--- src/source/video_pkg.sv ---
package video_pkg;

    // Frame geometry
    localparam int line_width = 320;

    // Largest kernel edge, also the window edge
    localparam int window_size = 5;

    // Four full lines plus five pixels, newest pixel included
    localparam int history_depth = 4 * line_width + window_size;

    // One RGB444 pixel, red in the top nibble
    typedef struct packed {
        logic [3:0] red;
        logic [3:0] green;
        logic [3:0] blue;
    } rgb444_t;

    // 5x5 taps of one channel
    // [r][c] is (4-r) lines and (4-c) pixels older than the newest pixel
    typedef logic [0:window_size-1][0:window_size-1][3:0] channel_window_t;

    // Stream strobes
    typedef struct packed {
        logic valid;
        logic sop;
        logic eop;
    } stream_ctrl_t;

endpackage

--- src/source/kernel_pkg.sv ---
package kernel_pkg;

    // Filter modes, anything undecoded falls back to bypass
    typedef enum logic [1:0] {
        KERNEL_BYPASS = 2'd0,
        KERNEL_3X3    = 2'd1,
        KERNEL_5X5    = 2'd2
    } kernel_mode_e;

    // Weights sum to 64
    localparam logic [0:4][0:4][2:0] weights_5x5 = '{
        '{3'd1, 3'd2, 3'd3, 3'd2, 3'd1},
        '{3'd2, 3'd3, 3'd4, 3'd3, 3'd2},
        '{3'd3, 3'd4, 3'd4, 3'd4, 3'd3},
        '{3'd2, 3'd3, 3'd4, 3'd3, 3'd2},
        '{3'd1, 3'd2, 3'd3, 3'd2, 3'd1}
    };

    // Weights sum to 32
    localparam logic [0:2][0:2][2:0] weights_3x3 = '{
        '{3'd3, 3'd4, 3'd3},
        '{3'd4, 3'd4, 3'd4},
        '{3'd3, 3'd4, 3'd3}
    };

    localparam int shift_3x3 = 5;
    localparam int shift_5x5 = 6;

    // Worst case 15 * 64 = 960
    localparam int conv_sum_width = 10;

    // Per-beat sideband carried next to the datapath
    typedef struct packed {
        video_pkg::stream_ctrl_t ctrl;
        kernel_mode_e            mode;
        video_pkg::rgb444_t      pixel;
    } beat_tag_t;

endpackage

--- src/source/pixel_normalizer.sv ---
`timescale 1ns/1ps

module pixel_normalizer (
    input  logic                                  clk,
    input  logic                                  rst,
    input  kernel_pkg::beat_tag_t                 tag,
    input  logic [kernel_pkg::conv_sum_width-1:0] red_sum,
    input  logic [kernel_pkg::conv_sum_width-1:0] green_sum,
    input  logic [kernel_pkg::conv_sum_width-1:0] blue_sum,
    output video_pkg::stream_ctrl_t               ctrl_out,
    output video_pkg::rgb444_t                    data_out
);

    video_pkg::rgb444_t pixel_next;

    // Divide by the kernel weight total, or pass the raw pixel
    always_comb begin
        case (tag.mode)
            kernel_pkg::KERNEL_5X5: begin
                pixel_next.red   = 4'(red_sum   >> kernel_pkg::shift_5x5);
                pixel_next.green = 4'(green_sum >> kernel_pkg::shift_5x5);
                pixel_next.blue  = 4'(blue_sum  >> kernel_pkg::shift_5x5);
            end
            kernel_pkg::KERNEL_3X3: begin
                pixel_next.red   = 4'(red_sum   >> kernel_pkg::shift_3x3);
                pixel_next.green = 4'(green_sum >> kernel_pkg::shift_3x3);
                pixel_next.blue  = 4'(blue_sum  >> kernel_pkg::shift_3x3);
            end
            default: pixel_next = tag.pixel;
        endcase
    end

    always_ff @(posedge clk) begin
        if (rst) begin
            ctrl_out <= '0;
        end else begin
            ctrl_out <= tag.ctrl;
        end
    end

    always_ff @(posedge clk) begin
        data_out <= pixel_next;
    end

endmodule

--- config.mk ---
export PLATFORM = sky130hd
export DESIGN_NAME = pixel_normalizer
export DESIGN_NICKNAME = d
export VERILOG_FILES = /design/src/source/video_pkg.sv /design/src/source/kernel_pkg.sv /design/src/source/pixel_normalizer.sv
export SDC_FILE = /design/constraint.sdc
export NUM_CORES = 1
export LEC_CHECK = 0
export ABC_AREA = 1
export BUFFER_PORTS_ARGS = -buffer_cell sky130_fd_sc_hd__buf_4
export CORE_AREA = 2 2 40 57
export CTS_CLUSTER_SIZE = 24
export DETAILED_ROUTE_END_ITERATION = 6
export DIE_AREA = 0 0 42 59
export GPL_TIMING_DRIVEN = 0
export PLACE_DENSITY = 0.76
export SLEW_MARGIN = 20
export SYNTH_ARGS = -nofsm -noshare
export SYNTH_HDL_FRONTEND = slang
export SYNTH_SLANG_ARGS = --single-unit
export TNS_END_PERCENT = 20
--- constraint.sdc ---
create_clock -name clk -period 0.9 [get_ports clk]
set_input_delay 0.09 -clock clk [delete_from_list [all_inputs] [get_ports clk]]
set_output_delay 0.09 -clock clk [all_outputs]
set_load 0.01 [all_outputs]
==> impl_metrics.yaml, run 1 <==
status:
  outcome: "completed"
sta:
  fmax_mhz: 1230
  slew_violations: 0
  tightest_slew_ns: 0.133
  layout_setup_ws_ns: 0.0886
  min_period_ns: 0.811
  maxSlewHeadroom_pct: 91.1
  setup_viol: 0
  hold_viol: 0
  post-route-period-util_pct: 90.2
  holdWs_ns: 0.00992
  grt_setup_unrepaired: "false"
global_route:
  grt_pass1_wl_um: 2910
  grt_pass1_vias: 721
  grt_use_total_pct: 15.0
  grt_max_degree: 11
  grt.overflow.total: 0
  antenna_found_initial: 0
worst_setup_path:
  start_kind: "flip-flop"
  crit_chain: "buf_4"
  cp_slowest_stage_delay_ns: 0.32
  worstSetupPathType: "flip-flop to output pin"
  cpMaxStageDelayCell: "dfxtp_1"
  cp_top_family: "flip-flops"
  cp_max_fo: 1
  critical_path_required_ns: 0.81
  arrival_ns: 0.72
  endpoint_kind: "output pin"
  cp_num_buf_inv: 1
die:
  core-area_um2: 1930
  die_w_um: 42
  fp.dieArea_um2: 2480
  initial_core_util_pct: 34.8
  die_h_um: 59
  row_count: 19
  ios: 64
logic_synthesis:
  synth_top_family_by_area: "simple AND/OR/NAND/NOR gates"
  synth_mux_area_share_pct: 0
  synth_compound_area_share_pct: 0
  avgSynthCellArea_um2: 6.57
  synth-adder-area-share_pct: 3.73
  synth-xor-area-share_pct: 0
  synth_area_leader_cell: "dfxtp_1"
  synth.area.top_cells: "dfxtp_1 45%, nand2_1 40%, buf_6 5.0%, ha_1 3.7%, inv_1 2.8%"
  synth_seq_cells: 15
  synth_top_cell_area_share_pct: 44.8
  yosys_warnings: 0
  netlist_instances: 102
  seq_area_frac_synth_pct: 44.8
  ys_types: 8
  synthSimpleGateAreaFrac_pct: 42.0
  syn_area_um2: 671
  synth_fp_nets: 153
power_and_ir_drop:
  ir_drop_v: 0.000763
  power_density_nw_per_um2: 1420
  total_leakage_power_nw: 0.660
clock_tree:
  cts.path.max_buffers: 2
  cts_setup_buffers: 0
  clkSlewWorstSetupHoldPaths_ns: 0.09
  root_buffer: "clkbuf_4"
  cts-buffers-inserted: 3
  htree_levels: 1
  tritoncts: "yes"
  holdBufCountCts: 1
  cts.sinks: 15
  cts_resized: 0
place:
  io_buffers: 48
  gp_congestion: 0.792
  place_hpwl_um: 1400
  place_ws_ns: -0.0833
final_layout:
  nNetsFinal: 207
  mostFrequentLayoutCell: "nand2_1"
  layout-drive-gt1-share_pct: 36.8
  syn_to_final_growth_pct: 63.2
  seq_area_um2: 300
  n_antenna_cell: 0
  multi_input_comb_area_um2: 307
  final_cell_mix: "72 x nand2_1, 49 x buf_4, 15 x dfxtp_1"
  fillers: 202
routing:
  wirelength_um: 1750
  first_pass_iters: 4
  routed_via_density: 4.36
  via_count: 768
  drc: 0
  ant_nets: 0
  first_iter_violations: 15
  post_drt_wl_per_cell_um: 9.96
min_path:
  hold_class: "input pin to flip-flop"
run:
  maxCapViolCount: 0
path summary, 6_finish.rpt:
check                   start           to  slack, ns  cells after the start
setup / recovery  data_out[7]  data_out[7]       0.09                      1
hold / removal         tag[1]  data_out[1]       0.01                      3
kinds of logic (layout without fill, tap and decap cells):
kind of cell | count (synthesis) | in the layout
buffers and inverters | 10 | 63
and+or+nand+nor | 75 | 75
adders and majority gates | 2 | 2
DFF | 15 | 15
where the power goes:
| part | switching [mW] | leakage, nW | internal, mW |
|---|---|---|---|
| Sequential | 0.0185 | 0.126 | 0.733 |
| Clock | 0.198 | 0.0177 | 0.164 |
| Combinational | 0.193 | 0.517 | 0.245 |
metal layers:
| layer | vias up | GRT usage, % | wire length, um | share of wire (%) |
|---|---|---|---|---|
| li1 | 404 | - | - | - |
| met2 | 41 | 25.0 | 813 | 46 |
| met3 | 2 | 1.52 | 193 | 11 |
| met1 | 321 | 19.5 | 726 | 41 |
| met4 | 0 | 6.91 | 19 | 1.1 |
| met5 | - | 0 | 0 | 0 |
synthesized netlist by cell type, drive strengths merged:
library cell and n:
nand2 72, ha 2, nor2 3, inv 6, dfxtp 15, buf 4
area by class of cell:
| type | count | share of cell area (%) |
|---|---|---|
| clock buffers | 3 | 2.06 |
| repair buffers | 49 | 33.8 |
| multi-input cells | 77 | 28.0 |
| flip-flops and latches | 15 | 27.4 |
| clock inverters | 1 | 0.457 |
| well taps | 21 | 2.40 |
| inverters | 6 | 2.06 |
| plain buffers | 4 | 3.77 |
registers in the layout, summed over array words and instances, names as in the netlist:
signal    flops
data_out     12
ctrl_out      3
through the flow:
step | power [mW] | area, um2 | util, % | std cells | TNS, ns
after floorplan | 0.953 | 671 | - | 102 | 0
after global placement | 1.19 | 1060 | 54.9 | 171 | -0.610
after detailed placement | 1.21 | 1060 | 54.9 | 171 | -0.779
after CTS | 1.57 | 1090 | 56.9 | 176 | 0
after global routing | 1.64 | 1090 | 56.9 | 176 | 0
final | 1.55 | 1090 | 56.9 | 176 | 0
Power figures use the tool's default switching activity.
==> inputs of run 2 (changes only) <==
CELL_PAD_IN_SITES_DETAIL_PLACEMENT = 1   (was not set)
CELL_PAD_IN_SITES_GLOBAL_PLACEMENT = 2   (was not set)
CORE_AREA = 2 2 60 85   (was 2 2 40 57)
DIE_AREA = 0 0 62 87   (was 0 0 42 59)
PLACE_DENSITY = not set   (was 0.76)
PLACE_DENSITY_LB_ADDON = 0.1   (was not set)
==> impl_metrics.yaml, run 2 (synthesis results as in run 1) <==
worst_setup_path:
  endpoint_kind: "output pin"
  cp_slowest_stage_delay_ns: 0.31
  cp_max_fo: 1
  critical_path_required_ns: 0.81
  arrival_ns: 0.69
  cpMaxStageDelayCell: "dfxtp_1"
  cp_top_family: "flip-flops"
  startpoint: "data_out[8]"
  cp_num_buf_inv: 1
  start_kind: "flip-flop"
  crit_chain: "buf_4"
  worstSetupPathType: "flip-flop to output pin"
clock_tree:
  cts_setup_buffers: 0
  cts.sinks: 15
  clkSlewWorstSetupHoldPaths_ns: 0.07
  cts-buffers-inserted: 3
  htree_levels: 1
  cts_resized: 0
  cts.path.max_buffers: 2
  tritoncts: "yes"
  holdBufCountCts: 0
  root_buffer: "clkbuf_8"
status:
  outcome: "completed"
min_path:
  min_from: "rst"
  hold_class: "input pin to flip-flop"
sta:
  slew_violations: 0
  grt_setup_unrepaired: "false"
  maxSlewHeadroom_pct: 90.6
  min_period_ns: 0.778
  post-route-period-util_pct: 86.4
  layout_setup_ws_ns: 0.122
  hold_viol: 0
  tightest_slew_ns: 0.141
  finalSetupTns_ns: 0
  setup_viol: 0
  fmax_mhz: 1290
final_layout:
  n_antenna_cell: 0
  largest_registers: "data_out (12), ctrl_out (3)"
  largest_reg_flops: 12
  nNetsFinal: 206
  layout-drive-gt1-share_pct: 37.0
  syn_to_final_growth_pct: 72.6
  fillers: 593
  top_register: "data_out"
  final_cell_mix: "72 x nand2_1, 49 x buf_4, 15 x dfxtp_1"
  mostFrequentLayoutCell: "nand2_1"
routing:
  drc: 0
  routed_via_density: 3.57
  post_drt_wl_per_cell_um: 10.1
  wirelength_um: 2210
  ant_nets: 0
  via_count: 778
  first_pass_iters: 2
  first_iter_violations: 9
place:
  place_hpwl_um: 1780
  gp_congestion: 0.678
  place_ws_ns: -0.116
  io_buffers: 48
global_route:
  grt_max_degree: 11
  grt.overflow.total: 0
  grt_pass1_vias: 821
  antenna_found_initial: 0
  grt_pass1_wl_um: 3410
  grt_use_total_pct: 8.55
power_and_ir_drop:
  power_density_nw_per_um2: 1510
  ir_drop_v: 0.000386
  totalPowerFinal_mw: 1.75
  total_leakage_power_nw: 0.664
die:
  row_count: 30
  die_h_um: 87
  die_w_um: 62
  core-area_um2: 4690
  ios: 64
  initial_core_util_pct: 14.3
  fp.dieArea_um2: 5390
run:
  maxCapViolCount: 0
## run 2: cell types whose count changed in the layout (fill, tap and decap cells not counted)
| cell | change |
|---|---|
| clkbuf_4 | -3 |
| clkbuf_8 | +3 |
| dlygate4sd3_1 | -1 |
## run 2: area by class of cell
type	instances	area [um2]	area share, %
Tap cell	64	80.1	6.92
Sequential cell	15	300	25.9
Inverter	6	22.5	1.95
Timing Repair Buffer	48	360	31.1
Multi-Input combinational cell	77	307	26.5
Clock inverter	1	5.00	0.432
Clock buffer	3	41.3	3.57
Buffer	4	41.3	3.57
## run 2: layer usage
layer	share of wire, %	track usage (%)
met4	0.90	3.48
met5	0	0
met1	42	10.5
met3	6.4	1.34
met2	51	14.3
## run 2: path summary, 6_finish.rpt
| check | to | slack [ns] | cells after the start |
|---|---|---|---|
| worst max-delay path | data_out[8] | 0.12 | 1 |
| worst min-delay path | ctrl_out[1] | 0.008 | 2 |
## run 2: stage by stage
| stage | util [%] | instance area (um2) | hold slack (ns) | std cells |
|---|---|---|---|---|
| floorplan | - | 671 | 0.161 | 102 |
| global placement | 23.7 | 1110 | 0.266 | 214 |
| detailed placement | 23.7 | 1110 | 0.269 | 214 |
| CTS | 24.7 | 1160 | 0.00137 | 218 |
| global route | 24.7 | 1160 | 0.00515 | 218 |
| finish | 24.7 | 1160 | 0.00837 | 218 |
## run 2: report_power, final
group / total (mW) / switching (mW) / internal (mW) / leakage (nW)
logic: 0.439 / 0.196 / 0.242 / 0.513
clock network: 0.558 / 0.252 / 0.306 / 0.0255
registers: 0.754 / 0.0199 / 0.734 / 0.126
total: 1.75 / 0.468 / 1.28 / 0.664
