`src/source/video_pkg.sv`:
```
package video_pkg;

    // Frame geometry
    localparam int line_width = 320;

    // Largest kernel edge, also the window edge
    localparam int window_size = 5;

    // Four full lines plus five pixels, newest pixel included
    localparam int history_depth = 4 * line_width + window_size;

    // One RGB444 pixel, red in the top nibble
    typedef struct packed {
        logic [3:0] red;
        logic [3:0] green;
        logic [3:0] blue;
    } rgb444_t;

    // 5x5 taps of one channel
    // [r][c] is (4-r) lines and (4-c) pixels older than the newest pixel
    typedef logic [0:window_size-1][0:window_size-1][3:0] channel_window_t;

    // Stream strobes
    typedef struct packed {
        logic valid;
        logic sop;
        logic eop;
    } stream_ctrl_t;

endpackage

```
`src/source/kernel_pkg.sv`:
```
package kernel_pkg;

    // Filter modes, anything undecoded falls back to bypass
    typedef enum logic [1:0] {
        KERNEL_BYPASS = 2'd0,
        KERNEL_3X3    = 2'd1,
        KERNEL_5X5    = 2'd2
    } kernel_mode_e;

    // Weights sum to 64
    localparam logic [0:4][0:4][2:0] weights_5x5 = '{
        '{3'd1, 3'd2, 3'd3, 3'd2, 3'd1},
        '{3'd2, 3'd3, 3'd4, 3'd3, 3'd2},
        '{3'd3, 3'd4, 3'd4, 3'd4, 3'd3},
        '{3'd2, 3'd3, 3'd4, 3'd3, 3'd2},
        '{3'd1, 3'd2, 3'd3, 3'd2, 3'd1}
    };

    // Weights sum to 32
    localparam logic [0:2][0:2][2:0] weights_3x3 = '{
        '{3'd3, 3'd4, 3'd3},
        '{3'd4, 3'd4, 3'd4},
        '{3'd3, 3'd4, 3'd3}
    };

    localparam int shift_3x3 = 5;
    localparam int shift_5x5 = 6;

    // Worst case 15 * 64 = 960
    localparam int conv_sum_width = 10;

    // Per-beat sideband carried next to the datapath
    typedef struct packed {
        video_pkg::stream_ctrl_t ctrl;
        kernel_mode_e            mode;
        video_pkg::rgb444_t      pixel;
    } beat_tag_t;

endpackage

```
`src/source/blur_control.sv`:
```
`timescale 1ns/1ps

module blur_control (
    input  logic                    clk,
    input  logic                    rst,
    input  logic [2:0]              kernel_sel,
    input  video_pkg::stream_ctrl_t ctrl_in,
    input  video_pkg::rgb444_t      pixel_in,
    output kernel_pkg::kernel_mode_e conv_mode,
    output kernel_pkg::beat_tag_t   out_tag
);

    localparam int tag_stages = 3;

    kernel_pkg::kernel_mode_e sel_mode;
    kernel_pkg::kernel_mode_e mode_q;
    kernel_pkg::kernel_mode_e beat_mode;
    kernel_pkg::beat_tag_t    tag_in;
    kernel_pkg::beat_tag_t    tag_q [1:tag_stages];
    logic                     sop_beat;

    // Select decode, unknown codes map to bypass
    always_comb begin
        case (kernel_sel)
            3'd1:    sel_mode = kernel_pkg::KERNEL_3X3;
            3'd2:    sel_mode = kernel_pkg::KERNEL_5X5;
            default: sel_mode = kernel_pkg::KERNEL_BYPASS;
        endcase
    end

    assign sop_beat = ctrl_in.valid && ctrl_in.sop;

    // Mode holds for the whole packet
    always_ff @(posedge clk) begin
        if (rst) begin
            mode_q <= kernel_pkg::KERNEL_BYPASS;
        end else if (sop_beat) begin
            mode_q <= sel_mode;
        end
    end

    // SOP beat already runs with the new mode
    assign beat_mode = sop_beat ? sel_mode : mode_q;

    assign tag_in.ctrl  = ctrl_in;
    assign tag_in.mode  = beat_mode;
    assign tag_in.pixel = pixel_in;

    // Tags advance every clock so idle cycles stay idle at the output
    always_ff @(posedge clk) begin
        tag_q[1] <= tag_in;
        for (int i = 2; i <= tag_stages; i++) begin
            tag_q[i] <= tag_q[i-1];
        end
        if (rst) begin
            for (int i = 1; i <= tag_stages; i++) begin
                tag_q[i].ctrl <= '0;
            end
        end
    end

    // Stage 1 lines up with the registered window
    assign conv_mode = tag_q[1].mode;

    // Stage 3 lines up with the finished sums
    assign out_tag = tag_q[tag_stages];

endmodule

```
`config.mk`:
```
export PLATFORM = sky130hd
export DESIGN_NAME = blur_control
export DESIGN_NICKNAME = d
export VERILOG_FILES = /design/src/source/video_pkg.sv /design/src/source/kernel_pkg.sv /design/src/source/blur_control.sv
export SDC_FILE = /design/constraint.sdc
export NUM_CORES = 1
export LEC_CHECK = 0
export BUFFER_PORTS_ARGS = -buffer_cell sky130_fd_sc_hd__buf_4
export CAP_MARGIN = 25
export CORE_MARGIN = 8
export CORE_UTILIZATION = 52
export DETAILED_ROUTE_END_ITERATION = 6
export PLACE_DENSITY = 0.8
export SLEW_MARGIN = 40
export SYNTH_ARGS = -nofsm -noshare
export SYNTH_HDL_FRONTEND = slang
export SYNTH_SLANG_ARGS = --single-unit
```
`constraint.sdc`:
```
create_clock -name clk -period 1.5 [get_ports clk]
set_input_delay 0.3 -clock clk [delete_from_list [all_inputs] [get_ports clk]]
set_output_delay 0.3 -clock clk [all_outputs]
set_load 0.02 [all_outputs]
```
==> flow_summary.toml, run 1 <==
[synthesis]
ys_ff_latch = 53
syn_area_um2 = 1360
synth-seq-area-share = 0.779
syn_inst = 94
ys_types = 11
syn_avg_cell_area_um2 = 14.5
yosysTopAreaCell = "dfxtp_1"
yosysWarnings = 0
synth_top_area_frac = 0.779
yosys-top-cells-area = "dfxtp_1 78%, buf_4 10%, nor2b_1 4.1%, mux2i_1 1.5%, or4b_1 1.5%"
synth_fp_nets = 114

[sta]
hold_viol_final = 0
rsz0062_at_grt = "no"
slew_headroom = 0.886
setup_tns_ps = 0
finClkSkew_ps = 5.54
tightest_slew_ps = 172
finalCritPeriodShare = 0.757
setup_viol = 0
fin_crit_ps = 1130
drv_slew = 0
max_freq_mhz = 881

[drt]
vias = 657
routed_wl_mm = 1.82
route.detailed.drc = 0
dr.first_iter.drc_count = 24
vias_per_cell = 4.38
ant_nets = 0
detail_route.first_pass.iterations = 4
wl_per_cell_um = 12.1

[clock_network]
path_clk_slew_ps = 130
ctsResizeCount = 0
cts_num_sinks = 53
clock_tree.buffer_depth = 2
cts_setup_buffers = 0
hold_buffers = 0
htreeDepth = 2
insertion_delay_ps = 340
cts_tree = "done"
cts_buffers = 5
cts_root_buf = "clkbuf_4"

[final_layout]
n_fill_cell = 193
fin_area_um2 = 1610
seqCellArea_um2 = 1060
final_common_cell = "dfxtp_1"
drive_gt1_frac = 0.383
nNetsFinal = 139
final_cell_mix = "53 x dfxtp_1, 38 x buf_4, 9 x nor2b_1"
multi_input_area_um2 = 154
num_antenna_cells = 0
syn_to_final_growth_pct = 18.1

[hold_path]
whs_endpoint = "tag_q[0][19]$_DFF_P_"
worst_hold_path_type = "in -> reg"
min_path_cells = 1
min_from = "pixel_in[2]"

[run_status]
status = "finished clean"

[power]
p_clk_frac = 0.285
powerDensity_nw_per_um2 = 1410
power_frac_seq = 0.659
ir_worst_vdd_mv = 1.41
netSwitchingFraction = 0.196
pwr-share-comb = 0.056
switching_power_w = 0.000444
p_leak_nw = 0.715
p_int_w = 0.00182

[global_routing]
grt_pass1_vias = 651
grt_pass1_wl_mm = 2.82
gr-total-overflow = 0
grtUsageTotal = 0.0889
grt_max_degree = 16
grtUsageMet1 = 0.0837
antenna_found_initial = 0
grtUsageMet2 = 0.135
global_route.peak_usage_layer = "met2"
met3_usage = 0.0629

[place]
portBuffers = 38
placed_area_um2 = 1540
hpwl_mm = 1.39
place.gp.congestion = 0.672

[setup_path]
r2r_slack_ps = 860
path_delay_family = "flip-flops"
critPathSlowestCell = "dfxtp_1"
startpoint_type = "flip-flop"
worstSetupPathType = "reg -> out"
worstPathMaxFanout = 2
cp.required_ps = 1200
reg2reg_from = "mode_q[1]$_SDFF_PP0_"
path_buf_inv = 1
crit_path_end_kind = "primary output"
max_stage_delay_ps = 350
crit_arrival_ps = 830
timing.rr.end = "mode_q[1]$_SDFF_PP0_"
reg2regPathDepth = 2
crit_chain = "buf_4"

[flow_run]
maxCapViolations = 0

[floorplan]
rows = 18
die_w_um = 67.2
core_area_um2 = 2480
start_util = 0.549
dieArea_um2 = 4510
pin_count = 39
fp.dieH_um = 67.2
[cells in the mapped netlist]
master / number
nand2_1: 1
buf_4: 19
o2bb2ai_1: 2
nand2b_1: 2
nor2b_1: 9
or4b_1: 2
and2_1: 1
mux2i_1: 2
clkbuf_1: 1
dfxtp_1: 53
nand4b_1: 2
[metal layers]
| layer | part of all wire | up-vias | wire length [µm] |
|---|---|---|---|
| met3 | 0.13 | 8 | 243 |
| met1 | 0.38 | 285 | 693 |
| met2 | 0.45 | 32 | 825 |
| met4 | 0.029 | 0 | 53 |
| met5 | 0 | - | 0 |
| li1 | - | 332 | - |
[per-stage QoR]
stage / setup WS, ps / cells / power [W] / hold WS (ps) / util
2_1_floorplan: 512 / 94 / 0.00160 / 310 / -
3_3_place_gp: 363 / 142 / 0.00164 / 310 / 0.621
3_5_place_dp: 297 / 142 / 0.00165 / 313 / 0.621
4_1_cts: 338 / 150 / 0.00229 / 27.5 / 0.649
5_1_grt: 280 / 150 / 0.00237 / 7.53 / 0.649
6_report: 365 / 150 / 0.00226 / 46.0 / 0.649
[registers in the layout, indices dropped and copies added, names as in the netlist]
| register | flops |
|---|---|
| mode_q | 2 |
| tag_q | 51 |
[layout make-up]
cell class | instances | area share
multi-input combinational | 21 | 0.0957
sequential | 53 | 0.660
clock inverter | 1 | 0.00311
timing repair buffer | 38 | 0.177
tap | 30 | 0.0233
clock buffer | 7 | 0.0405
[how the worst max path moves through the flow]
stage / from / to / slack, ps / cells after the start
after detailed placement: rst / mode_q[1]$_SDFF_PP0_ / 300 / 3
after global routing: tag_q[0][30]$_DFF_P_ / conv_mode[1] / 280 / 1
after floorplan: kernel_sel[1] / mode_q[0]$_SDFF_PP0_ / 510 / 2
final: tag_q[0][30]$_DFF_P_ / conv_mode[1] / 370 / 1
after global placement: rst / mode_q[1]$_SDFF_PP0_ / 360 / 3
after CTS: tag_q[0][30]$_DFF_P_ / conv_mode[1] / 340 / 1
[kinds of logic (layout without fill, tap and decap cells)]
group | count (synthesis) | count (layout) | share of synthesized area
AO/OA/AOI/OAI | 2 | 2 | 0.0129
multiplexers | 2 | 2 | 0.0147
flip-flops | 53 | 53 | 0.779
buffers and inverters | 20 | 46 | 0.108
AND/OR/NAND/NOR | 17 | 17 | 0.0855
[power groups by stage]
stage	Combinational, W	Sequential [W]	Clock (W)
floorplan	0.0000797	0.00152	0
global placement	0.000125	0.00152	0
detailed placement	0.000129	0.00152	0
CTS	0.000129	0.00149	0.000670
global route	0.000136	0.00150	0.000736
finish	0.000127	0.00149	0.000644
Note: power is estimated with default switching activity, not from simulation.
==> run 2: changes to the inputs <==
CORE_UTILIZATION = 48   (was 52)
PLACE_DENSITY = 0.75   (was 0.8)
clock period = 1.13 ns   (was 1.5 ns; I/O delays follow)
==> flow_summary.toml, run 2 (synthesized netlist as in run 1, its figures left out) <==
[run_status]
status = "finished clean"

[sta]
slew_headroom = 0.919
setup_tns_ps = 0
setup_viol = 0
drv_slew = 0
finalCritPeriodShare = 0.950
rsz0062_at_grt = "no"
max_freq_mhz = 932
hold_viol_final = 0
fin_crit_ps = 1070
tightest_slew_ps = 118
whs_ps = 60.6
finClkSkew_ps = 8.05

[setup_path]
crit_arrival_ps = 850
cp.depth = 1
r2r_slack_ps = 520
max_stage_delay_ps = 360
startpoint_type = "flip-flop"
path_buf_inv = 1
cp.required_ps = 900
path_delay_family = "flip-flops"
crit_chain = "buf_4"
crit_path_end_kind = "primary output"
critPathSlowestCell = "dfxtp_1"
worstPathMaxFanout = 2
reg2regPathDepth = 2
worstSetupPathType = "reg -> out"

[final_layout]
fin_util = 0.641
drive_gt1_frac = 0.361
final_common_cell = "dfxtp_1"
finalNonFillerCells = 165
nNetsFinal = 152
fin_area_um2 = 1750
final_cell_mix = "52 x dfxtp_1, 39 x buf_4, 12 x dlygate4sd3_1"
top_regs = "tag_q x51, mode_q x2"
largest-register = "tag_q"
syn_to_final_growth_pct = 28.7
largest_reg_flops = 51

[place]
placed_area_um2 = 1550
dpl.cell_count = 144
portBuffers = 38
place.gp.congestion = 0.641

[floorplan]
dieArea_um2 = 4800
core_area_um2 = 2730
die_w_um = 69.3
pin_count = 39
start_util = 0.498
fp.dieH_um = 69.3
rows = 19

[clock_network]
insertion_delay_ps = 350
cts_tree = "done"
cts_root_buf = "clkbuf_4"
cts_num_sinks = 53
htreeDepth = 2
clock_tree.buffer_depth = 2
cts_buffers = 5
path_clk_slew_ps = 130

[power]
netSwitchingFraction = 0.203
p_int_w = 0.00255
power_frac_seq = 0.618
powerDensity_nw_per_um2 = 1830
ir_worst_vdd_mv = 2.04
switching_power_w = 0.000651
p_clk_frac = 0.318
pwr-share-comb = 0.064
p_leak_nw = 0.775

[drt]
ant_nets = 0
dr.first_iter.drc_count = 20
routed_wl_mm = 2.06
detail_route.first_pass.iterations = 2
vias = 698
wl_per_cell_um = 12.5
vias_per_cell = 4.23
route.detailed.drc = 0

[global_routing]
grt_max_degree = 18
grtUsageTotal = 0.0893
grt_pass1_wl_mm = 3.35
gr-total-overflow = 0
antenna_found_initial = 1
grt_pass1_vias = 780

[hold_path]
worst_hold_path_type = "in -> reg"
min_path_cells = 2

[flow_run]
maxCapViolations = 0
## run 2: timing repair
action	4_1_cts	5_1_grt
endpoints found under the setup margin	0	1
resized for setup	0	1
hold endpoints to repair	12	0
buffers inserted	0	0
hold buffers	12	0
## run 2: final timing paths
kind / from / to
max: tag_q[0][30]$_DFF_P_ / conv_mode[1]
min: kernel_sel[2] / tag_q[0][30]$_DFF_P_
max reg2reg: mode_q[1]$_SDFF_PP0_ / mode_q[1]$_SDFF_PP0_
min reg2reg: tag_q[0][34]$_DFF_P_ / tag_q[0][51]$_DFF_P_
## run 2: worst reg2reg max path: cells and delay by family (launching register included)
kind	cells	cell delay [ps]
flip-flops	1	380
multiplexers	1	110
AND/OR/NAND/NOR	1	70
## run 2: layout make-up
cell class	count	area, µm²
Timing Repair Buffer	51	413
Clock buffer	5	37.5
Antenna cell	1	2.50
Clock inverter	3	43.8
Tap cell	31	38.8
Sequential cell	53	1060
Fill cell	203	982
Multi-Input combinational cell	21	154
## run 2: power groups by stage
stage	Sequential, W	Clock (W)	Combinational (W)
finish	0.00198	0.00102	0.000206
CTS	0.00198	0.00107	0.000207
detailed placement	0.00202	0	0.000174
global placement	0.00202	0	0.000169
floorplan	0.00201	0	0.000106
global route	0.00199	0.00113	0.000219
## run 2: per-layer routing
metal / up-vias / global-route usage / part of all wire
met1: 321 / 0.0671 / 0.34
met2: 19 / 0.167 / 0.59
met4: 0 / 0.0456 / 0.011
met3: 4 / 0.0572 / 0.058
li1: 354 / - / -
met5: - / 0 / 0
## run 2: metrics by stage
step	power (W)	worst slack [ps]
6_report	0.00320	56.6
5_1_grt	0.00334	0.771
4_1_cts	0.00325	17.2
3_5_place_dp	0.00219	44.0
3_3_place_gp	0.00218	87.9
2_1_floorplan	0.00212	216
==> run 3: changes to the inputs <==
==> constraint.sdc (replaced) <==
create_clock -name clk -period 1.13 [get_ports clk]
set_input_delay 0.1695 -clock clk [delete_from_list [all_inputs] [get_ports clk]]
set_output_delay 0.1695 -clock clk [all_outputs]
set_load 0.02 [all_outputs]
==> flow_summary.toml, run 3 (synthesized netlist as in run 1, its figures left out) <==
[global_routing]
grtUsageTotal = 0.104
antenna_found_initial = 0
grt_pass1_wl_mm = 3.86
grtUsageMet2 = 0.188
grt_max_degree = 16
grt_pass1_vias = 779
met3_usage = 0.0472
gr-total-overflow = 0
grtUsageMet1 = 0.0936
global_route.peak_usage_layer = "met2"

[power]
ir_worst_vdd_mv = 1.41
netSwitchingFraction = 0.211
fin_total_pwr_w = 0.00301
switching_power_w = 0.000635
p_clk_frac = 0.272
pwr-share-comb = 0.070
p_leak_nw = 0.759
p_int_w = 0.00237
powerDensity_nw_per_um2 = 1740
power_frac_seq = 0.658

[setup_path]
path_delay_family = "flip-flops"
max_stage_delay_ps = 350
timing.rr.end = "mode_q[0]$_SDFF_PP0_"
worstSetupPathType = "reg -> out"
worstSetupStartpoint = "tag_q[0][29]$_DFF_P_"
path_buf_inv = 1
crit_arrival_ps = 840
critPathSlowestCell = "dfxtp_1"
startpoint_type = "flip-flop"
worstPathMaxFanout = 2
crit_chain = "buf_4"
cp.required_ps = 960
r2r_slack_ps = 490
endpoint = "conv_mode[0]"
cp.depth = 1
reg2reg_from = "mode_q[0]$_SDFF_PP0_"
reg2regPathDepth = 2
crit_path_end_kind = "primary output"

[floorplan]
die_w_um = 69.3
dieArea_um2 = 4800
core_area_um2 = 2730
rows = 19
start_util = 0.498
pin_count = 39
fp.dieH_um = 69.3

[clock_network]
insertion_delay_ps = 350
ctsResizeCount = 0
htreeDepth = 2
hold_buffers = 13
path_clk_slew_ps = 130
cts_buffers = 5
cts_tree = "done"
cts_root_buf = "clkbuf_4"
clock_tree.buffer_depth = 2
cts_setup_buffers = 0
cts_num_sinks = 53

[place]
portBuffers = 38
place.gp.congestion = 0.634
placed_area_um2 = 1540
dpl.cell_count = 143

[sta]
setup_tns_ps = 0
rsz0062_at_grt = "no"
slew_headroom = 0.909
fin_crit_ps = 1010
setup_viol = 0
drv_slew = 0
finClkSkew_ps = 5.88
tightest_slew_ps = 133
hold_viol_final = 0
max_freq_mhz = 987
finalCritPeriodShare = 0.897

[final_layout]
nNetsFinal = 152
top_regs = "tag_q x51, mode_q x2"
largest-register = "tag_q"
multi_input_area_um2 = 154
drive_gt1_frac = 0.341
finalNonFillerCells = 163
num_antenna_cells = 0
largest_reg_flops = 51
final_cell_mix = "53 x dfxtp_1, 38 x buf_4, 13 x dlygate4sd3_1"
final_common_cell = "dfxtp_1"
fin_area_um2 = 1730
n_fill_cell = 201
seqCellArea_um2 = 1060
syn_to_final_growth_pct = 26.9

[drt]
vias = 706
routed_wl_mm = 2.32
vias_per_cell = 4.33
wl_per_cell_um = 14.2
ant_nets = 0
detail_route.first_pass.iterations = 4
route.detailed.drc = 0
dr.first_iter.drc_count = 16

[flow_run]
maxCapViolations = 0

[hold_path]
worst_hold_path_type = "in -> reg"

[run_status]
status = "finished clean"
==> run 3: layer usage <==
layer	wire length [µm]	part of all wire	up-vias
met4	37	0.016	0
met1	838	0.36	325
met5	0	0	-
met2	1290	0.56	23
met3	148	0.064	5
li1	-	-	353
==> run 3: power by group through the flow <==
stage / clock network, W / logic, W / registers (W)
floorplan: 0 / 0.000106 / 0.00201
global placement: 0 / 0.000167 / 0.00202
detailed placement: 0 / 0.000172 / 0.00202
CTS: 0.000843 / 0.000208 / 0.00198
global route: 0.000920 / 0.000222 / 0.00199
finish: 0.000819 / 0.000210 / 0.00198
==> run 3: through the flow <==
stage	setup slack (ps)	hold slack, ps	util
finish	117	26.4	0.632
global route	46.5	13.6	0.632
CTS	92.6	17.2	0.632
detailed placement	71.4	275	0.563
global placement	124	274	0.563
floorplan	272	197	-
==> run 3: worst min-delay path by stage <==
| stage | startpoint | end | slack, ps | cells after the start |
|---|---|---|---|---|
| 6_report | ctrl_in[0] | tag_q[0][31]$_SDFF_PP0_ | 30 | 2 |
| 5_1_grt | ctrl_in[0] | tag_q[0][31]$_SDFF_PP0_ | 10 | 2 |
| 4_1_cts | ctrl_in[0] | tag_q[0][31]$_SDFF_PP0_ | 20 | 2 |
| 3_5_place_dp | pixel_in[3] | tag_q[0][20]$_DFF_P_ | 280 | 1 |
| 3_3_place_gp | pixel_in[10] | tag_q[0][27]$_DFF_P_ | 270 | 1 |
| 2_1_floorplan | pixel_in[0] | tag_q[0][17]$_DFF_P_ | 200 | 0 |
==> run 3: area by class of cell <==
| class | instances | share of cell area |
|---|---|---|
| clock inverters | 1 | 0.00434 |
| flip-flops and latches | 53 | 0.614 |
| clock buffers | 6 | 0.0297 |
| well taps | 31 | 0.0224 |
| repair buffers | 51 | 0.240 |
| multi-input cells | 21 | 0.0891 |
