<file path="src/source/video_pkg.sv">
package video_pkg;

    // Frame geometry
    localparam int line_width = 320;

    // Largest kernel edge, also the window edge
    localparam int window_size = 5;

    // Four full lines plus five pixels, newest pixel included
    localparam int history_depth = 4 * line_width + window_size;

    // One RGB444 pixel, red in the top nibble
    typedef struct packed {
        logic [3:0] red;
        logic [3:0] green;
        logic [3:0] blue;
    } rgb444_t;

    // 5x5 taps of one channel
    // [r][c] is (4-r) lines and (4-c) pixels older than the newest pixel
    typedef logic [0:window_size-1][0:window_size-1][3:0] channel_window_t;

    // Stream strobes
    typedef struct packed {
        logic valid;
        logic sop;
        logic eop;
    } stream_ctrl_t;

endpackage

</file>
<file path="src/source/kernel_pkg.sv">
package kernel_pkg;

    // Filter modes, anything undecoded falls back to bypass
    typedef enum logic [1:0] {
        KERNEL_BYPASS = 2'd0,
        KERNEL_3X3    = 2'd1,
        KERNEL_5X5    = 2'd2
    } kernel_mode_e;

    // Weights sum to 64
    localparam logic [0:4][0:4][2:0] weights_5x5 = '{
        '{3'd1, 3'd2, 3'd3, 3'd2, 3'd1},
        '{3'd2, 3'd3, 3'd4, 3'd3, 3'd2},
        '{3'd3, 3'd4, 3'd4, 3'd4, 3'd3},
        '{3'd2, 3'd3, 3'd4, 3'd3, 3'd2},
        '{3'd1, 3'd2, 3'd3, 3'd2, 3'd1}
    };

    // Weights sum to 32
    localparam logic [0:2][0:2][2:0] weights_3x3 = '{
        '{3'd3, 3'd4, 3'd3},
        '{3'd4, 3'd4, 3'd4},
        '{3'd3, 3'd4, 3'd3}
    };

    localparam int shift_3x3 = 5;
    localparam int shift_5x5 = 6;

    // Worst case 15 * 64 = 960
    localparam int conv_sum_width = 10;

    // Per-beat sideband carried next to the datapath
    typedef struct packed {
        video_pkg::stream_ctrl_t ctrl;
        kernel_mode_e            mode;
        video_pkg::rgb444_t      pixel;
    } beat_tag_t;

endpackage

</file>
<file path="src/source/channel_convolver.sv">
`timescale 1ns/1ps

module channel_convolver (
    input  logic                                  clk,
    input  kernel_pkg::kernel_mode_e              mode,
    input  video_pkg::channel_window_t            window,
    output logic [kernel_pkg::conv_sum_width-1:0] sum
);

    localparam int ws = video_pkg::window_size;

    typedef logic [kernel_pkg::conv_sum_width-1:0] sum_t;

    sum_t row_next [0:ws-1];
    sum_t row_sum  [0:ws-1];

    // Weighted row sums for the selected kernel
    always_comb begin
        for (int r = 0; r < ws; r++) begin
            row_next[r] = '0;
        end
        case (mode)
            kernel_pkg::KERNEL_5X5: begin
                for (int r = 0; r < ws; r++) begin
                    for (int c = 0; c < ws; c++) begin
                        row_next[r] = row_next[r]
                            + sum_t'(window[r][c]) * sum_t'(kernel_pkg::weights_5x5[r][c]);
                    end
                end
            end
            kernel_pkg::KERNEL_3X3: begin
                // Newest 3x3 corner of the window
                for (int r = 2; r < ws; r++) begin
                    for (int c = 2; c < ws; c++) begin
                        row_next[r] = row_next[r]
                            + sum_t'(window[r][c])
                            * sum_t'(kernel_pkg::weights_3x3[r-2][c-2]);
                    end
                end
            end
            default: begin
                // Bypass, result unused
            end
        endcase
    end

    // Stage 1
    always_ff @(posedge clk) begin
        for (int r = 0; r < ws; r++) begin
            row_sum[r] <= row_next[r];
        end
    end

    // Stage 2 adds the rows
    always_ff @(posedge clk) begin
        sum <= row_sum[0] + row_sum[1] + row_sum[2] + row_sum[3] + row_sum[4];
    end

endmodule

</file>
<file path="config.mk">
export PLATFORM = sky130hd
export DESIGN_NAME = channel_convolver
export DESIGN_NICKNAME = d
export VERILOG_FILES = /design/src/source/video_pkg.sv /design/src/source/kernel_pkg.sv /design/src/source/channel_convolver.sv
export SDC_FILE = /design/constraint.sdc
export NUM_CORES = 1
export LEC_CHECK = 0
export BUFFER_PORTS_ARGS = -buffer_cell sky130_fd_sc_hd__clkbuf_2
export CORE_ASPECT_RATIO = 0.6
export CORE_MARGIN = 3
export CORE_UTILIZATION = 30
export DETAILED_ROUTE_END_ITERATION = 8
export GPL_TIMING_DRIVEN = 0
export PLACE_DENSITY = 0.58
export SYNTH_ARGS = -nofsm -noshare
export SYNTH_HDL_FRONTEND = slang
export SYNTH_SLANG_ARGS = --single-unit
</file>
<file path="constraint.sdc">
create_clock -name clk -period 4.3 [get_ports clk]
set_input_delay 0.43 -clock clk [delete_from_list [all_inputs] [get_ports clk]]
set_output_delay 0.43 -clock clk [all_outputs]
set_load 0.01 [all_outputs]
</file>
==> results of run 1 <==
## worst max-delay path: stages
cell                       delay [ns]
sky130_fd_sc_hd__clkbuf_2        0.11
sky130_fd_sc_hd__ha_1            0.22
sky130_fd_sc_hd__fa_1            0.40
sky130_fd_sc_hd__xor2_1          0.22
sky130_fd_sc_hd__fa_1            0.50
sky130_fd_sc_hd__inv_1           0.05
sky130_fd_sc_hd__fa_1            0.47
sky130_fd_sc_hd__inv_1           0.06
sky130_fd_sc_hd__fa_1            0.54
sky130_fd_sc_hd__inv_1           0.04
sky130_fd_sc_hd__ha_1            0.23
sky130_fd_sc_hd__fa_2            0.36
sky130_fd_sc_hd__a21o_1          0.18
sky130_fd_sc_hd__a21oi_1         0.17
sky130_fd_sc_hd__xor2_1          0.16
sky130_fd_sc_hd__o32ai_1         0.10
## synth_stat cells (all sizes together) (2+ instances only)
master | number | area [µm²]
nor3 | 5 | 25.02
a21o | 16 | 121.4
inv | 204 | 765.7
o21ai | 8 | 40.04
and3b | 2 | 17.52
buf | 3 | 17.52
o211a | 2 | 20.02
dfxtp | 53 | 1061
nor3b | 2 | 15.01
a22oi | 2 | 15.01
xnor2 | 11 | 96.34
nand2 | 15 | 56.30
a22o | 11 | 96.34
a21oi | 29 | 145.1
o31a | 3 | 26.28
nand2b | 2 | 12.51
fa | 122 | 2442
and2 | 10 | 62.56
nand3 | 10 | 50.05
xor2 | 13 | 113.9
ha | 92 | 1151
nor2 | 13 | 56.30
a211oi | 3 | 27.52
nor2b | 7 | 46.30
clkbuf | 2 | 7.510
o21bai | 2 | 15.01
o32ai | 2 | 17.52
## timing repair
item                                    in CTS  in global routing
endpoints found under the setup margin       0                  1
setup buffers                                0                  0
resized for setup                            0                  1
hold endpoints to repair                     0                  0
## per-layer routing
metal / GRT usage / routed length, µm
met2: 0.1678 / 5208
met1: 0.1970 / 7571
met4: 0.01201 / 53
met5: 0 / 0
met3: 0.01776 / 611
## state kept, by name, summed over array words and instances, names as in the netlist
name and flops:
row_sum 43, sum 10
## cell type report
class                           instances  area share
Sequential cell                        53      0.1387
Multi-Input combinational cell        391      0.6205
Timing Repair Buffer                  112     0.07327
Tap cell                              279     0.04563
Inverter                              204      0.1001
Clock inverter                          2    0.002126
Clock buffer                            5     0.01636
Buffer                                  5    0.003271
## power groups by stage
stage          Combinational (mW)  Clock [mW]  Sequential, mW
2_1_floorplan                1.77           0           0.687
5_1_grt                      2.83       0.419           0.677
4_1_cts                      2.47       0.401           0.667
3_3_place_gp                 2.39           0           0.678
6_report                     2.41       0.386           0.664
3_5_place_dp                 2.44           0           0.678
## cell families after synthesis
family,synth area share
adders and majority gates,0.5448
xor gates and xnor gates,0.03187
muxes,0.001518
buffers and inverters,0.1199
AOI/OAI and AO/OA,0.08593
and+or+nand+nor,0.05520
DFF,0.1609
## how the worst min path moves through the flow
stage | end | slack [ns] | cells after the start
final | sum[0] | 0.48 | 1
after global placement | sum[0] | 0.45 | 1
after global routing | row_sum[0][0] | 0.51 | 3
after CTS | sum[0] | 0.48 | 1
after floorplan | sum[0] | 0.43 | 1
after detailed placement | sum[0] | 0.45 | 1
## metrics by stage
step | TNS (ns) | hold slack (ns) | std cells | power [mW] | util
floorplan | 0 | 0.4324 | 653 | 2.455 | -
global placement | -0.1234 | 0.4533 | 1044 | 3.069 | 0.3526
detailed placement | -0.2084 | 0.4508 | 1044 | 3.116 | 0.3526
CTS | 0 | 0.4799 | 1051 | 3.534 | 0.3592
global route | 0 | 0.5100 | 1051 | 3.922 | 0.3593
finish | 0 | 0.4769 | 1051 | 3.460 | 0.3593
==> impl_metrics.sql, run 1 <==
INSERT INTO impl_metrics (metric_group, metric, value, unit) VALUES
('run_status', 'outcome', 'finished, final reports clean', ''),
('sta', 'hold_viol_final', '0', ''),
('job', 'drv_cap', '0', ''),
('drt', 'routed_via_density', '4.119', ''),
('synth', 'synthFlopType', 'sky130_fd_sc_hd__dfxtp_1', ''),
('layout', 'final_nets', '1089', ''),
('sta', 'tmin_final', '4.065', 'ns'),
('power_and_ir_drop', 'p_int', '1.892', 'mW'),
('clocking', 'clock_tree.htree_level_count', '2', ''),
('layout', 'layout-area-overhead-vs-synth', '15.97', '%'),
('floorplan', 'core-area', '21290', 'µm²'),
('worst_setup_path', 'worst-path-max-fanout', '3', ''),
('clocking', 'ctsRootBufferMaster', 'sky130_fd_sc_hd__clkbuf_16', ''),
('worst_setup_path', 'r2r_setup_slack', '0.75', 'ns'),
('sta', 'fmaxAchievable', '0.2460', 'GHz'),
('worst_setup_path', 'reg2reg_depth', '11', ''),
('synth', 'synthesis.instances', '653', ''),
('worst_hold_path', 'holdCritStartpoint', 'row_sum[0][40]', ''),
('floorplan', 'fp-row-count', '41', ''),
('worst_setup_path', 'wp_data_arrival', '4.24', 'ns'),
('layout', 'layout_commonest_cell', 'sky130_fd_sc_hd__inv_1', ''),
('synth', 'yosys_register_bits', '53', ''),
('global_route', 'maximum_number_of_pins_on_one_net_before_global_route_repair', '17', ''),
('worst_setup_path', 'crit_start_category', 'input pin', ''),
('sta', 'final_max_slew_viol_count', '0', ''),
('drt', 'routed_len_inst', '12.79', 'µm'),
('drt', 'route.vias.total', '4329', ''),
('layout', 'sequential_standard_cell_area', '1061', 'µm²'),
('power_and_ir_drop', 'p_sw_frac', '0.4532', ''),
('synth', 'netlist_area', '6596', 'µm²'),
('placement', 'portBuffers', '112', ''),
('layout', 'area_taken_by_multi_input_logic_gates', '4747', 'µm²'),
('synth', 'async_flop_share', '0', ''),
('layout', 'mostFrequentLayoutCells', 'sky130_fd_sc_hd__inv_1, sky130_fd_sc_hd__fa_1, sky130_fd_sc_hd__clkbuf_2, sky130_fd_sc_hd__ha_1, sky130_fd_sc_hd__dfxtp_1', ''),
('floorplan', 'num_io_pins', '113', ''),
('worst_setup_path', 'endpoint_kind', 'flip-flop', ''),
('placement', 'place_area', '7506', 'µm²'),
('power_and_ir_drop', 'power_leakage', '4.183', 'nW'),
('worst_setup_path', 'worst-endpoint-required', '4.48', 'ns'),
('drt', 'detail_route.iter0.violations', '126', ''),
('drt', 'postRouteAntennaNets', '0', ''),
('clocking', 'cts_hold_repair_buffers', '0', ''),
('placement', 'dpl_worst_slack', '-0.1696', 'ns'),
('placement', 'gpl.final_weighted_congestion', '0.7955', ''),
('clocking', 'cts_buf_count', '5', ''),
('global_route', 'grt_util_all_layers', '0.1195', ''),
('synth', 'count_of_flip_flops_with_a_built_in_enable_after_synthesis', '0', ''),
('synth', 'synthesis.nets', '970', ''),
('power_and_ir_drop', 'ir_drop', '0.1871', 'mV'),
('power_and_ir_drop', 'power_frac_comb', '0.697', ''),
('drt', 'number_of_iterations_in_the_first_detailed_routing_pass', '4', ''),
('worst_hold_path', 'min_path_type', 'reg -> reg', ''),
('layout', 'fillers', '2164', ''),
('worst_setup_path', 'timing.critical_path.from', 'window[40]', ''),
('sta', 'min_period_over_period', '0.9454', ''),
('synth', 'yosysUniqueCellTypes', '43', ''),
('clocking', 'clock_path_buffers', '2', ''),
('drt', 'drt-total-wl', '13440', 'µm'),
('synth', 'yosysWarnings', '0', ''),
('clocking', 'tritoncts', 'done', ''),
('sta', 'slew_headroom', '0.7402', ''),
('clocking', 'clock-sinks', '53', ''),
('floorplan', 'die_area', '23860', 'µm²'),
('worst_setup_path', 'r2r_end', 'sum[9]', ''),
('drt', 'drc', '0', ''),
('global_route', 'globalRoute.totalOverflow', '0', ''),
('sta', 'setup_viol', '0', ''),
('sta', 'layout_setup_ws', '0.2348', 'ns'),
('worst_setup_path', 'worstSetupEndpoint', 'row_sum[0][27]', ''),
('placement', 'place_hpwl', '12540', 'µm'),
('layout', 'antennaDiodeCount', '0', '');
No activity file was read; power rests on OpenSTA's default activity.
==> run 2, diff against run 1 <==
--- a/config.mk
+++ b/config.mk
@@ -9,6 +9,7 @@
 export CORE_ASPECT_RATIO = 0.6
 export CORE_MARGIN = 3
 export CORE_UTILIZATION = 30
+export CTS_CLUSTER_SIZE = 20
 export DETAILED_ROUTE_END_ITERATION = 8
 export GPL_TIMING_DRIVEN = 0
 export PLACE_DENSITY = 0.58
==> constraint.sdc (replaced) <==
create_clock -name clk -period 3.4 [get_ports clk]
set_input_delay 0.34 -clock clk [delete_from_list [all_inputs] [get_ports clk]]
set_output_delay 0.34 -clock clk [all_outputs]
set_load 0.01 [all_outputs]
==> run 2 against run 1 <==
- the run now ends with negative setup slack left
- worst setup slack got worse by 0.56 ns
- clock skew about the same
- sequential share of layout area decreased by 0.92 points
- cell area increased by 7.2%
- first-iteration DRC count increased by 3.2%
- sequential power increased by 27%
- count of clock-buffer cells in the layout unchanged
- global-route usage increased by 0.92 points
- combinational power increased by 47%
- largest power group unchanged
- non-clock buffer count increased by 18
- die area unchanged
==> impl_metrics.sql, run 2 (synthesis results as in run 1) <==
INSERT INTO impl_metrics (metric_group, metric, value, unit) VALUES
('layout', 'fillers', '2143', ''),
('power_and_ir_drop', 'fin_total_pwr', '4.961', 'mW'),
('drt', 'route.vias.total', '4501', ''),
('worst_setup_path', 'timing.critical_path.cells', 'clkbuf_16 > ha_4 > fa_2 > xor2_4 > fa_1 > inv_1 > fa_1 > inv_1 > fa_1 > inv_2 > ha_4 > fa_2 > a21o_1 > a21oi_2 > xor2_1 > o32ai_1', ''),
('clocking', 'tritoncts', 'done', ''),
('worst_setup_path', 'wp_data_arrival', '3.90', 'ns'),
('floorplan', 'die_x', '197.4', 'µm'),
('power_and_ir_drop', 'ir_drop', '0.3207', 'mV'),
('job', 'drv_cap', '0', ''),
('sta', 'hold_viol_final', '0', ''),
('sta', 'final_max_slew_viol_count', '0', ''),
('sta', 'rsz0062_at_grt', 'true', ''),
('worst_setup_path', 'master_of_the_slowest_instance_on_the_critical_path', 'sky130_fd_sc_hd__fa_1', ''),
('drt', 'postRouteAntennaNets', '0', ''),
('floorplan', 'fp-row-count', '41', ''),
('layout', 'antennaDiodeCount', '0', ''),
('drt', 'number_of_iterations_in_the_first_detailed_routing_pass', '4', ''),
('floorplan', 'core-area', '21290', 'µm²'),
('power_and_ir_drop', 'power.density_cell_area', '604.9', 'nW/µm²'),
('layout', 'reg.largest.list', 'row_sum (43), sum (10)', ''),
('global_route', 'globalRoute.totalOverflow', '0', ''),
('worst_setup_path', 'endpoint_kind', 'flip-flop', ''),
('placement', 'gpl.final_weighted_congestion', '0.7773', ''),
('worst_setup_path', 'cpPeakStageDelay', '0.50', 'ns'),
('drt', 'drt-total-wl', '14340', 'µm'),
('drt', 'detail_route.iter0.violations', '130', ''),
('layout', 'layout-area-overhead-vs-synth', '24.34', '%'),
('clocking', 'clock-sinks', '53', ''),
('global_route', 'maximum_number_of_pins_on_one_net_before_global_route_repair', '17', ''),
('sta', 'setup_viol', '6', ''),
('floorplan', 'die_area', '23860', 'µm²'),
('worst_setup_path', 'worst_path_dominant_cell_family', 'adder cells', ''),
('clocking', 'worst_setup_hold_path_clk_slew', '0.07', 'ns'),
('worst_setup_path', 'critical_path_buf_inv_count', '4', ''),
('run_status', 'outcome', 'finished with violations', ''),
('layout', 'layout_commonest_cell', 'sky130_fd_sc_hd__inv_1', ''),
('worst_setup_path', 'worst-setup-path-type', 'in -> reg', ''),
('global_route', 'grt_antenna_before_repair', '2', ''),
('sta', 'tns', '-1.069', 'ns'),
('run_status', 'violated_checks', 'negative setup slack', ''),
('worst_hold_path', 'min_path_type', 'in -> reg', ''),
('placement', 'portBuffers', '112', ''),
('clocking', 'worst_skew_pair.late_latency', '0.29', 'ns'),
('layout', 'mostFrequentLayoutCells', 'sky130_fd_sc_hd__inv_1, sky130_fd_sc_hd__fa_1, sky130_fd_sc_hd__clkbuf_2, sky130_fd_sc_hd__ha_1, sky130_fd_sc_hd__dfxtp_1', ''),
('layout', 'top_register', 'row_sum', ''),
('placement', 'place_hpwl', '12900', 'µm'),
('global_route', 'grt_util_all_layers', '0.1287', ''),
('sta', 'slew_headroom', '0.7041', ''),
('worst_setup_path', 'worst-path-max-fanout', '3', ''),
('clocking', 'cts_hold_repair_buffers', '0', ''),
('drt', 'drc', '0', ''),
('worst_setup_path', 'worst-endpoint-required', '3.58', 'ns'),
('sta', 'min_period_over_period', '1.097', ''),
('global_route', 'first_global_vias', '5000', ''),
('floorplan', 'num_io_pins', '113', ''),
('layout', 'final_layout_size_suffix_gt1_frac', '0.2532', ''),
('clocking', 'cts_buf_count', '5', ''),
('worst_setup_path', 'crit_top_cell', 'sky130_fd_sc_hd__fa_1', ''),
('floorplan', 'start_util', '0.3098', ''),
('sta', 'layout_setup_ws', '-0.3293', 'ns'),
('worst_setup_path', 'crit_start_category', 'input pin', ''),
('sta', 'tmin_final', '3.729', 'ns'),
('drt', 'routed_len_inst', '13.41', 'µm'),
('sta', 'post_route_skew', '0.004856', 'ns'),
('clocking', 'clock_path_buffers', '2', ''),
('power_and_ir_drop', 'power_leakage', '4.330', 'nW'),
('layout', 'final_nets', '1107', ''),
('floorplan', 'die_height', '120.9', 'µm'),
('layout', 'largest_register_ffs', '43', ''),
('sta', 'tightestPinTransition', '0.4438', 'ns'),
('drt', 'routed_via_density', '4.210', ''),
('clocking', 'clock_tree.htree_level_count', '2', ''),
('sta', 'fmaxAchievable', '0.2681', 'GHz'),
('clocking', 'ctsRootBufferMaster', 'sky130_fd_sc_hd__clkbuf_16', ''),
('global_route', 'global_route_wire_length_before_repair', '24570', 'µm');
==> run 2: changes by cell type in the layout (fill, tap and decap cells not counted), sizes merged <==
| cell | delta |
|---|---|
| buf | +20 |
| bufinv | +1 |
| clkinvlp | -1 |
| clkinv | -1 |
| inv | +1 |
| clkbuf | -2 |
==> run 2: worst register-to-register path, cell delays in order (launching register included) <==
cell	delay [ns]
sky130_fd_sc_hd__dfxtp_2	0.33
sky130_fd_sc_hd__inv_2	0.04
sky130_fd_sc_hd__fa_1	0.57
sky130_fd_sc_hd__fa_1	0.45
sky130_fd_sc_hd__fa_1	0.51
sky130_fd_sc_hd__inv_2	0.05
sky130_fd_sc_hd__ha_4	0.17
sky130_fd_sc_hd__fa_2	0.36
sky130_fd_sc_hd__a211oi_2	0.25
sky130_fd_sc_hd__o21ai_1	0.12
sky130_fd_sc_hd__a31oi_1	0.27
sky130_fd_sc_hd__xnor2_1	0.15
==> run 2: layout make-up <==
cell class | instances | area, µm² | area share
Clock buffer | 5 | 125.1 | 0.01526
Clock inverter | 2 | 38.79 | 0.004729
Multi-Input combinational cell | 391 | 5014 | 0.6113
Sequential cell | 53 | 1062 | 0.1295
Inverter | 204 | 775.7 | 0.09458
Tap cell | 279 | 349.1 | 0.04256
Buffer | 5 | 25.02 | 0.003051
Timing Repair Buffer | 130 | 812.0 | 0.09901
==> run 2: power by group <==
group / internal [mW] / switching, mW
Combinational: 1.64 / 1.91
Sequential: 0.787 / 0.0587
Clock: 0.346 / 0.219
==> run 2: through the flow <==
step / instances / setup WS [ns] / hold slack, ns / utilization / cell area [µm²]
after detailed placement: 1044 / -0.7859 / 0.4534 / 0.3554 / 7566
after global placement: 1044 / -0.6888 / 0.4493 / 0.3554 / 7566
after global routing: 1069 / -0.4475 / 0.4063 / 0.3852 / 8202
after floorplan: 653 / -0.3403 / 0.4324 / - / 6656
after CTS: 1065 / -0.2776 / 0.4059 / 0.3788 / 8064
final: 1069 / -0.3293 / 0.4059 / 0.3852 / 8202
==> run 2: worst paths after layout <==
path / from / to / slack [ns] / depth (start not counted)
setup reg to reg: row_sum[0][21] / sum[9] / 0.09 / 11
hold reg to reg: row_sum[0][40] / sum[0] / 0.46 / 1
hold / removal: window[96] / row_sum[0][0] / 0.41 / 3
setup / recovery: window[41] / row_sum[0][27] / -0.33 / 16
==> run 2: what timing repair did <==
item / CTS / global route
gates resized for setup: 39 / 32
buffers inserted: 14 / 5
cloned: 0 / 0
endpoints found under the setup margin: 10 / 16
pin swaps: 27 / 29
==> run 2: metal layers <==
metal  wire length [µm]  track usage  vias up
met5                 20            0        -
met4                 68      0.01468        2
met3                748      0.02580        8
met2               5794       0.1849       89
met1               7706       0.2034     2148
li1                   -            -     2254
